File: src/cpu_axi_defines.svh
`ifndef CPU_AXI_DEFINES_SVH
`define CPU_AXI_DEFINES_SVH

// Port 0 fetch, port 1 data
`define CPU_AXI_NUM_PORTS 2

`define CPU_AXI_ADDR_W 32
`define CPU_AXI_DATA_W 32
`define CPU_AXI_STRB_W (`CPU_AXI_DATA_W / 8)
`define CPU_AXI_ID_W 4

// AXI field widths and codes
`define CPU_AXI_LEN_W 8
`define CPU_AXI_SIZE_W 3
`define CPU_AXI_BURST_W 2
`define CPU_AXI_RESP_W 2

`define CPU_AXI_BURST_INCR 2'b01
`define CPU_AXI_SIZE_4B 3'b010

// Cycles to wait for a transaction before giving up
`define CPU_AXI_TIMEOUT 2000

`endif

File: src/cpu_axi_pkg.sv
`include "cpu_axi_defines.svh"

package cpu_axi_pkg;

  typedef logic [`CPU_AXI_ADDR_W-1:0] addr_t;
  typedef logic [`CPU_AXI_DATA_W-1:0] data_t;
  typedef logic [`CPU_AXI_STRB_W-1:0] strb_t;
  typedef logic [`CPU_AXI_ID_W-1:0] axi_id_t;
  typedef logic [`CPU_AXI_LEN_W-1:0] axi_len_t;
  typedef logic [`CPU_AXI_SIZE_W-1:0] axi_size_t;
  typedef logic [`CPU_AXI_BURST_W-1:0] axi_burst_t;
  typedef logic [`CPU_AXI_RESP_W-1:0] axi_resp_t;

  typedef enum logic [1:0] {
    IDLE,
    ADDR,
    RESP,
    DONE
  } port_state_e;

  // Core side, held while stalled
  typedef struct packed {
    logic  read;
    strb_t write;  // Nonzero means a write
    addr_t addr;
    data_t wdata;
  } mem_req_t;

  typedef struct packed {
    data_t rdata;
    logic  done;
  } mem_rsp_t;

  typedef struct packed {
    axi_id_t    id;
    addr_t      addr;
    axi_len_t   len;
    axi_size_t  size;
    axi_burst_t burst;
  } axi_ar_t;

  typedef struct packed {
    axi_id_t    id;
    addr_t      addr;
    axi_len_t   len;
    axi_size_t  size;
    axi_burst_t burst;
  } axi_aw_t;

  typedef struct packed {
    data_t data;
    strb_t strb;
    logic  last;
  } axi_w_t;

  typedef struct packed {
    axi_id_t   id;
    data_t     data;
    axi_resp_t resp;
    logic      last;
  } axi_r_t;

  typedef struct packed {
    axi_id_t   id;
    axi_resp_t resp;
  } axi_b_t;

endpackage

File: src/axi_master_port.sv
`timescale 1ns/10ps
`include "cpu_axi_defines.svh"

module axi_master_port #(
  parameter int unsigned PORT_ID = 0
) (
  input  logic                  clk,
  input  logic                  rst,

  input  cpu_axi_pkg::mem_req_t req_i,
  input  logic                  issue_i,
  output cpu_axi_pkg::mem_rsp_t rsp_o,
  output logic                  done_o,

  output cpu_axi_pkg::axi_ar_t  ar_o,
  output logic                  ar_valid_o,
  input  logic                  ar_ready_i,

  output cpu_axi_pkg::axi_aw_t  aw_o,
  output logic                  aw_valid_o,
  input  logic                  aw_ready_i,

  output cpu_axi_pkg::axi_w_t   w_o,
  output logic                  w_valid_o,
  input  logic                  w_ready_i,

  input  cpu_axi_pkg::axi_r_t   r_i,
  input  logic                  r_valid_i,
  output logic                  r_ready_o,

  input  cpu_axi_pkg::axi_b_t   b_i,
  input  logic                  b_valid_i,
  output logic                  b_ready_o
);

  import cpu_axi_pkg::*;

  port_state_e state_q, state_d;

  logic  is_write_q;
  logic  wr_req;
  logic  accept;
  logic  ar_valid_q, aw_valid_q, w_valid_q;
  logic  ar_left, aw_left, w_left;
  logic  r_beat, b_beat;

  addr_t addr_q;
  data_t wdata_q;
  strb_t strb_q;
  data_t rdata_q;

  assign wr_req = |req_i.write;
  assign accept = (state_q == IDLE) && issue_i;

  // Handshakes still outstanding after this edge
  assign ar_left = ar_valid_q && !ar_ready_i;
  assign aw_left = aw_valid_q && !aw_ready_i;
  assign w_left  = w_valid_q && !w_ready_i;

  assign r_beat = r_valid_i && r_ready_o;
  assign b_beat = b_valid_i && b_ready_o;

  always_comb begin
    state_d = state_q;
    case (state_q)
      IDLE: begin
        if (issue_i) state_d = ADDR;
      end
      ADDR: begin
        // AW and W may finish in either order
        if (!(ar_left || aw_left || w_left)) state_d = RESP;
      end
      RESP: begin
        if (r_beat || b_beat) state_d = DONE;
      end
      DONE: state_d = IDLE;  // Single cycle
      default: state_d = IDLE;
    endcase
  end

  always_ff @(posedge clk or posedge rst) begin
    if (rst) begin
      state_q    <= IDLE;
      is_write_q <= 1'b0;
      ar_valid_q <= 1'b0;
      aw_valid_q <= 1'b0;
      w_valid_q  <= 1'b0;
    end else begin
      state_q <= state_d;
      if (accept) begin
        is_write_q <= wr_req;
        ar_valid_q <= !wr_req;
        aw_valid_q <= wr_req;
        w_valid_q  <= wr_req;
      end else begin
        ar_valid_q <= ar_left;  // Each valid drops on its own handshake
        aw_valid_q <= aw_left;
        w_valid_q  <= w_left;
      end
    end
  end

  // Request and read data registers
  always_ff @(posedge clk) begin
    if (accept) begin
      addr_q  <= req_i.addr;
      wdata_q <= req_i.wdata;
      strb_q  <= req_i.write;
    end
    if (r_beat) rdata_q <= r_i.data;
  end

  assign ar_o.id    = axi_id_t'(PORT_ID);
  assign ar_o.addr  = addr_q;
  assign ar_o.len   = '0;  // One beat
  assign ar_o.size  = `CPU_AXI_SIZE_4B;
  assign ar_o.burst = `CPU_AXI_BURST_INCR;
  assign ar_valid_o = ar_valid_q;

  assign aw_o.id    = axi_id_t'(PORT_ID);
  assign aw_o.addr  = addr_q;
  assign aw_o.len   = '0;
  assign aw_o.size  = `CPU_AXI_SIZE_4B;
  assign aw_o.burst = `CPU_AXI_BURST_INCR;
  assign aw_valid_o = aw_valid_q;

  assign w_o.data  = wdata_q;
  assign w_o.strb  = strb_q;
  assign w_o.last  = 1'b1;
  assign w_valid_o = w_valid_q;

  // Responses taken whatever RRESP and BRESP say
  assign r_ready_o = (state_q == RESP) && !is_write_q;
  assign b_ready_o = (state_q == RESP) && is_write_q;

  assign done_o      = (state_q == DONE);
  assign rsp_o.rdata = rdata_q;
  assign rsp_o.done  = done_o;

  ar_stable_a : assert property (@(posedge clk) disable iff (rst)
    ar_valid_o && !ar_ready_i |=> ar_valid_o && $stable(ar_o));

  aw_stable_a : assert property (@(posedge clk) disable iff (rst)
    aw_valid_o && !aw_ready_i |=> aw_valid_o && $stable(aw_o));

  w_stable_a : assert property (@(posedge clk) disable iff (rst)
    w_valid_o && !w_ready_i |=> w_valid_o && $stable(w_o));

  // Nothing left in flight once done shows
  done_quiet_a : assert property (@(posedge clk) disable iff (rst)
    done_o |-> !(ar_valid_o || aw_valid_o || w_valid_o));

endmodule

File: src/cpu_axi_bridge.sv
`timescale 1ns/10ps
`include "cpu_axi_defines.svh"

module cpu_axi_bridge (
  input  logic                                           clk,
  input  logic                                           rst,

  input  cpu_axi_pkg::mem_req_t [`CPU_AXI_NUM_PORTS-1:0] mem_req_i,
  output cpu_axi_pkg::mem_rsp_t [`CPU_AXI_NUM_PORTS-1:0] mem_rsp_o,
  output logic                                           stall_o,

  output cpu_axi_pkg::axi_ar_t  [`CPU_AXI_NUM_PORTS-1:0] ar_o,
  output logic [`CPU_AXI_NUM_PORTS-1:0]                  ar_valid_o,
  input  logic [`CPU_AXI_NUM_PORTS-1:0]                  ar_ready_i,

  output cpu_axi_pkg::axi_aw_t  [`CPU_AXI_NUM_PORTS-1:0] aw_o,
  output logic [`CPU_AXI_NUM_PORTS-1:0]                  aw_valid_o,
  input  logic [`CPU_AXI_NUM_PORTS-1:0]                  aw_ready_i,

  output cpu_axi_pkg::axi_w_t   [`CPU_AXI_NUM_PORTS-1:0] w_o,
  output logic [`CPU_AXI_NUM_PORTS-1:0]                  w_valid_o,
  input  logic [`CPU_AXI_NUM_PORTS-1:0]                  w_ready_i,

  input  cpu_axi_pkg::axi_r_t   [`CPU_AXI_NUM_PORTS-1:0] r_i,
  input  logic [`CPU_AXI_NUM_PORTS-1:0]                  r_valid_i,
  output logic [`CPU_AXI_NUM_PORTS-1:0]                  r_ready_o,

  input  cpu_axi_pkg::axi_b_t   [`CPU_AXI_NUM_PORTS-1:0] b_i,
  input  logic [`CPU_AXI_NUM_PORTS-1:0]                  b_valid_i,
  output logic [`CPU_AXI_NUM_PORTS-1:0]                  b_ready_o
);

  logic [`CPU_AXI_NUM_PORTS-1:0] issue;
  logic [`CPU_AXI_NUM_PORTS-1:0] done;

  pipeline_stall_ctrl i_stall_ctrl (
    .clk     (clk),
    .rst     (rst),
    .req_i   (mem_req_i),
    .done_i  (done),
    .issue_o (issue),
    .stall_o (stall_o)
  );

  // Port index doubles as AXI ID
  for (genvar p = 0; p < `CPU_AXI_NUM_PORTS; p++) begin : g_port
    axi_master_port #(
      .PORT_ID (p)
    ) i_port (
      .clk        (clk),
      .rst        (rst),
      .req_i      (mem_req_i[p]),
      .issue_i    (issue[p]),
      .rsp_o      (mem_rsp_o[p]),
      .done_o     (done[p]),
      .ar_o       (ar_o[p]),
      .ar_valid_o (ar_valid_o[p]),
      .ar_ready_i (ar_ready_i[p]),
      .aw_o       (aw_o[p]),
      .aw_valid_o (aw_valid_o[p]),
      .aw_ready_i (aw_ready_i[p]),
      .w_o        (w_o[p]),
      .w_valid_o  (w_valid_o[p]),
      .w_ready_i  (w_ready_i[p]),
      .r_i        (r_i[p]),
      .r_valid_i  (r_valid_i[p]),
      .r_ready_o  (r_ready_o[p]),
      .b_i        (b_i[p]),
      .b_valid_i  (b_valid_i[p]),
      .b_ready_o  (b_ready_o[p])
    );
  end

endmodule

File: src/pipeline_stall_ctrl.sv
`timescale 1ns/10ps
`include "cpu_axi_defines.svh"

module pipeline_stall_ctrl (
  input  logic                                           clk,
  input  logic                                           rst,
  input  cpu_axi_pkg::mem_req_t [`CPU_AXI_NUM_PORTS-1:0] req_i,
  input  logic [`CPU_AXI_NUM_PORTS-1:0]                  done_i,
  output logic [`CPU_AXI_NUM_PORTS-1:0]                  issue_o,
  output logic                                           stall_o
);

  logic [`CPU_AXI_NUM_PORTS-1:0] req_present;
  logic [`CPU_AXI_NUM_PORTS-1:0] served_q;
  logic [`CPU_AXI_NUM_PORTS-1:0] pending;

  always_comb begin
    for (int p = 0; p < `CPU_AXI_NUM_PORTS; p++) begin
      req_present[p] = req_i[p].read || (|req_i[p].write);
    end
  end

  // Finishing this cycle counts as no longer pending
  assign pending = req_present & ~served_q & ~done_i;
  assign stall_o = |pending;

  assign issue_o = req_present & ~served_q;  // Served ports wait for the stall to end

  always_ff @(posedge clk or posedge rst) begin
    if (rst) begin
      served_q <= '0;
    end else if (!stall_o) begin
      served_q <= '0;  // Core moves on at this edge
    end else begin
      served_q <= served_q | done_i;
    end
  end

  for (genvar p = 0; p < `CPU_AXI_NUM_PORTS; p++) begin : g_chk
    // A served port still holds its request and is not issued again
    served_held_a : assert property (@(posedge clk) disable iff (rst)
      served_q[p] |-> req_present[p] && !issue_o[p]);
  end

endmodule

File: config.mk
export PLATFORM = sky130hd
export DESIGN_NAME = cpu_axi_bridge
export DESIGN_NICKNAME = d
export VERILOG_FILES = /design/src/cpu_axi_pkg.sv /design/src/axi_master_port.sv /design/src/cpu_axi_bridge.sv /design/src/pipeline_stall_ctrl.sv
export VERILOG_INCLUDE_DIRS = /design/src
export SDC_FILE = /design/constraint.sdc
export NUM_CORES = 1
export LEC_CHECK = 0
export BUFFER_PORTS_ARGS = -buffer_cell sky130_fd_sc_hd__clkbuf_2
export CELL_PAD_IN_SITES_DETAIL_PLACEMENT = 0
export CELL_PAD_IN_SITES_GLOBAL_PLACEMENT = 2
export CORE_AREA = 5 5 228 230
export CTS_BUF_LIST = sky130_fd_sc_hd__clkbuf_16
export DETAILED_ROUTE_END_ITERATION = 16
export DIE_AREA = 0 0 233 235
export GPL_TIMING_DRIVEN = 1
export PLACE_DENSITY = 0.53
export SYNTH_ARGS = -nofsm -noshare
export SYNTH_HDL_FRONTEND = slang
export SYNTH_HIERARCHICAL = 1
export SYNTH_SLANG_ARGS = --single-unit
File: constraint.sdc
create_clock -name clk -period 6.25 [get_ports clk]
set_clock_uncertainty 0.15 [all_clocks]
set_input_delay 0.3125 -clock clk [delete_from_list [all_inputs] [get_ports clk]]
set_output_delay 0.3125 -clock clk [all_outputs]
set_load 0.01 [all_outputs]
==> report_table.html <==
<table>
<tr><th>Metric</th><th>Value</th></tr>
<tr><th colspan="2">Timing</th></tr>
<tr><td>Finish-stage setup viols</td><td>0</td></tr>
<tr><td>Unrepaired setup endpoints after global routing</td><td>no</td></tr>
<tr><td>Shortest clock period the worst path allows after layout</td><td>around 2600 ps</td></tr>
<tr><td>Transition time of the tightest slew-check pin</td><td>slightly below 1000 ps</td></tr>
<tr><td>Final hold vios</td><td>0</td></tr>
<tr><td>Worst rel slew slack</td><td>33.7%</td></tr>
<tr><td>Total Neg Setup Slack</td><td>0 ps</td></tr>
<tr><td>Fmax</td><td>382 MHz</td></tr>
<tr><td>Final cycle utilization of the critical path</td><td>41.9%</td></tr>
<tr><td>Final Max Tran Viols</td><td>0</td></tr>
<tr><th colspan="2">Critical path</th></tr>
<tr><td>Critical path capture point</td><td>g_port[0].i_port/ar_valid_o$_DFF_PP0_</td></tr>
<tr><td>Nature of the critical path startpoint</td><td>input port</td></tr>
<tr><td>Type of the worst setup path</td><td>in2reg</td></tr>
<tr><td>Max FO, Critical Path</td><td>70</td></tr>
<tr><td>Reg2Reg Launch Point</td><td>g_port[0].i_port/state_q[0]$_DFFE_PP0P_</td></tr>
<tr><td>Largest stage delay on the critical path</td><td>660 ps</td></tr>
<tr><td>Number of cells traversed by the worst register-to-register path</td><td>7</td></tr>
<tr><td>CP Cell Sequence</td><td>dlygate4sd3_1 -&gt; clkbuf_2 -&gt; nor3_1 -&gt; a21oi_1 -&gt; nand2_1 -&gt; inv_2 -&gt; buf_4 -&gt; o41ai_1 -&gt; o21a_1</td></tr>
<tr><td>Data required time at the worst endpoint</td><td>6530 ps</td></tr>
<tr><td>Worst-case register-to-register setup slack</td><td>3780 ps</td></tr>
<tr><td>Worst-path cell with the longest stage delay</td><td>buf_4</td></tr>
<tr><td>Capture instance of the worst register-to-register path</td><td>g_port[0].i_port/ar_valid_o$_DFF_PP0_</td></tr>
<tr><td>Critical path arrival</td><td>2900 ps</td></tr>
<tr><td>Source of the critical timing path</td><td>mem_req_i[65]</td></tr>
<tr><td>Worst setup EP type</td><td>flop</td></tr>
<tr><th colspan="2">Final layout</th></tr>
<tr><td>Most common cell after layout, fill and taps aside</td><td>clkbuf_2</td></tr>
<tr><td>Relative area change from synthesis to final layout</td><td>68.1%</td></tr>
<tr><td>Number of diodes added for antenna fixing</td><td>0</td></tr>
<tr><td>Fin nets</td><td>1338</td></tr>
<tr><td>Fraction of layout cells with a size suffix above 1</td><td>48.8%</td></tr>
<tr><td>Commonest cells after routing, fill and taps aside</td><td>490 x clkbuf_2, 207 x dlygate4sd3_1, 200 x edfxtp_1, 70 x conb_1, 27 x clkbuf_16</td></tr>
<tr><td>Final cell area excluding filler cells</td><td>13300 um^2</td></tr>
<tr><th colspan="2">Synthesis</th></tr>
<tr><td>Fraction of synthesized cell area taken by the top area cell type</td><td>75.9%</td></tr>
<tr><td>Adder-Cell Fraction of Synth Area</td><td>1.26%</td></tr>
<tr><td>YS warnings</td><td>6</td></tr>
<tr><td>Multiplexer area fraction after synthesis</td><td>less than 1%</td></tr>
<tr><td>Portion of the post-synthesis area used by sequential elements</td><td>80.3%</td></tr>
<tr><td>Largest family of logic cells by synthesized area</td><td>buffers and inverters</td></tr>
<tr><td>Mapped Cells</td><td>between 400 and 500</td></tr>
<tr><td>Post-synth top area cell</td><td>edfxtp_1</td></tr>
<tr><td>Synthesized-area fraction occupied by xor and xnor cells</td><td>0%</td></tr>
<tr><td>Simple-Gate Fraction of Synth Area</td><td>under 10%</td></tr>
<tr><td>Yosys reg bits</td><td>214</td></tr>
<tr><td>Compound-cell area share of the yosys netlist</td><td>1.61%</td></tr>
<tr><td>Synthesized cell area</td><td>7920 um^2</td></tr>
<tr><td>Average instance area after synthesis</td><td>18.4 um^2</td></tr>
<tr><td>Number of library cell types mapped by synthesis</td><td>22</td></tr>
<tr><td>Top area cells in the synthesized netlist</td><td>edfxtp_1 76%, buf_4 13%, dfrtp_1 4.4%</td></tr>
<tr><th colspan="2">Clock network</th></tr>
<tr><td># clock sinks</td><td>214</td></tr>
<tr><td>Reg clk slew, reported paths</td><td>~60 ps</td></tr>
<tr><td>Post-CTS setup buffer count</td><td>0</td></tr>
<tr><td>Master cell of the clock root buffer</td><td>clkbuf_16</td></tr>
<tr><td>Number of cells upsized or downsized after cts</td><td>0</td></tr>
<tr><td>Number of clock buffers inserted by TritonCTS</td><td>27</td></tr>
<tr><td>CTS tree</td><td>yes</td></tr>
<tr><td>Total number of H-tree levels</td><td>1</td></tr>
<tr><td>Clock insertion delay at the later pin of the skew report</td><td>between 500 and 600 ps</td></tr>
<tr><td>Worst-case clock buffer depth</td><td>3</td></tr>
<tr><th colspan="2">Die</th></tr>
<tr><td>Total core area</td><td>slightly below 50000 um^2</td></tr>
<tr><td>Die Span Y</td><td>235 um</td></tr>
<tr><td>Horizontal die dimension</td><td>233 um</td></tr>
<tr><td>Area enclosed by the die boundary</td><td>54800 um^2</td></tr>
<tr><td>Site row count</td><td>82</td></tr>
<tr><td>Top Ports</td><td>a little under 600</td></tr>
<tr><td>Initial core utilization</td><td>15.9%</td></tr>
<tr><th colspan="2">Hold path</th></tr>
<tr><td>Type of the worst min-delay path</td><td>in2async</td></tr>
<tr><th colspan="2">Placement</th></tr>
<tr><td>Placed wire-length estimate</td><td>22100 um</td></tr>
<tr><td>Gpl congestion</td><td>0.744</td></tr>
<tr><td>Number of I/O port buffers</td><td>490</td></tr>
<tr><td>Post-DP Area</td><td>10500 um^2</td></tr>
<tr><th colspan="2">Routing</th></tr>
<tr><td>Routed wire length</td><td>28100 um</td></tr>
<tr><td>Top routing layer used</td><td>met4</td></tr>
<tr><td>Met3 wire len</td><td>2180 um</td></tr>
<tr><td>Via/cell ratio</td><td>~3.2</td></tr>
<tr><td>Antenna viol nets, final</td><td>0</td></tr>
<tr><td>DRC Markers</td><td>0</td></tr>
<tr><td>Wire length on met1</td><td>10100 um</td></tr>
<tr><td>Number of DRC markers in iteration 0</td><td>268</td></tr>
<tr><td>Via count</td><td>approximately 5600</td></tr>
<tr><td>Met2 routed wirelength</td><td>15200 um</td></tr>
<tr><td>First-pass detailed-route iteration total</td><td>4</td></tr>
<tr><td>Wire length per cell</td><td>15.8 um</td></tr>
<tr><th colspan="2">Global route</th></tr>
<tr><td>Wire length of the first global-routing pass</td><td>39800 um</td></tr>
<tr><td>Total grt overflow</td><td>0</td></tr>
<tr><td>Antenna violations before repair</td><td>0</td></tr>
<tr><td>Pin count of the biggest net entering global routing</td><td>71</td></tr>
<tr><td>Number of global-route vias before repair</td><td>6107</td></tr>
<tr><td>Overall Global Routing Usage</td><td>9.57%</td></tr>
<tr><th colspan="2">Pwr</th></tr>
<tr><td>Final Power</td><td>around 5 mW</td></tr>
<tr><td>Power Density</td><td>372 nW/um^2</td></tr>
<tr><td>Maximum VDD drop</td><td>167 uV</td></tr>
<tr><td>Leakage power of the design</td><td>5.85 nW</td></tr>
<tr><th colspan="2">Status</th></tr>
<tr><td>Outcome</td><td>finished, final reports clean</td></tr>
<tr><th colspan="2">Flow run</th></tr>
<tr><td>Max-cap viol count</td><td>0</td></tr>
</table>
==> per-stage QoR <==
| step | worst slack, ps | instances | hold WS [ps] | util, % |
|---|---|---|---|---|
| final | 3630 | 1777 | 98.0 | 26.8 |
| after global routing | 3310 | 1777 | 127 | 26.8 |
| after floorplan | 3290 | 496 | -96.3 | - |
| after CTS | 3530 | 1777 | 96.4 | 26.8 |
| after detailed placement | 3520 | 1526 | 89.7 | 21.1 |
| after global placement | 3550 | 1526 | 80.1 | 21.1 |
==> cells by family after synthesis <==
kind of cell | after synthesis
simple gates | 41
buf+inv | 145
other cells | 4
compound gates | 14
flops | 214
mux | 4
fa+ha+maj | 8
==> repair_timing <==
item | CTS | global route
hold endpoints to repair | 221 | 0
hold buffers | 207 | 0
setup endpoints to repair | 0 | 0
==> worst max-delay path: cells and delay by family <==
| family | cells | cell delay (ps) |
|---|---|---|
| simple gates | 2 | 260 |
| buf+inv | 4 | 1430 |
| compound gates | 3 | 820 |
==> report_power, final <==
group          total, mW  internal, mW  switching (mW)
sequential          2.21          2.04           0.163
combinational       1.37         0.525           0.841
clock               1.38         0.779           0.604
total               4.95          3.35            1.61
==> Yosys cell counts <==
master    count
conb_1        4
mux2_4        2
mux2i_1       2
o21a_1        2
nor2b_4       2
nand2_1      15
dfrtp_1      14
nand2_2       2
ha_1          8
and2_1        4
nor2_1        8
a22oi_1       2
nor2b_1       6
and2b_1       2
inv_1         9
edfxtp_1    200
a211o_1       2
o31ai_4       2
buf_4       136
nor3_1        2
o41ai_1       2
a21oi_1       4
==> how the worst min path moves through the flow <==
stage                                                     to  slack, ps  depth (start not counted)
after detailed placement  i_stall_ctrl/served_q[0]$_DFF_PP0_         90                          2
after floorplan           i_stall_ctrl/served_q[0]$_DFF_PP0_       -100                          1
final                     i_stall_ctrl/served_q[0]$_DFF_PP0_        100                          3
after global placement    i_stall_ctrl/served_q[0]$_DFF_PP0_         80                          2
after global routing      i_stall_ctrl/served_q[0]$_DFF_PP0_        130                          3
after CTS                 i_stall_ctrl/served_q[0]$_DFF_PP0_        100                          3
==> registers in the layout (all words and copies together) (netlist names) <==
register and flops:
g_port.i_port/addr_q 64, g_port.i_port/rdata_q 64, g_port.i_port/wdata_q 64, g_port.i_port/strb_q 8, g_port.i_port/state_q 4, g_port.i_port/ar_valid_o 2
g_port.i_port/aw_valid_o 2, g_port.i_port/is_write_q 2, g_port.i_port/w_valid_o 2, i_stall_ctrl/served_q 2
==> area by class of cell <==
cell class | count | area (um^2)
Clock buffer | 27 | 676
Clock inverter | 17 | 93.8
Fill cell | 5207 | 36300
Inverter | 9 | 33.8
Multi-Input combinational cell | 137 | 754
Sequential cell | 214 | 6360
Tap cell | 672 | 841
Timing Repair Buffer | 701 | 4550
==> per-layer routing <==
metal  vias to the layer above  global-route usage, %
li1                       2650                      -
met1                      2737                   10.4
met2                       220                   18.1
met3                        37                   2.38
met4                         0                   2.86
met5                         -                      0
Power figures use the tool's default switching activity.
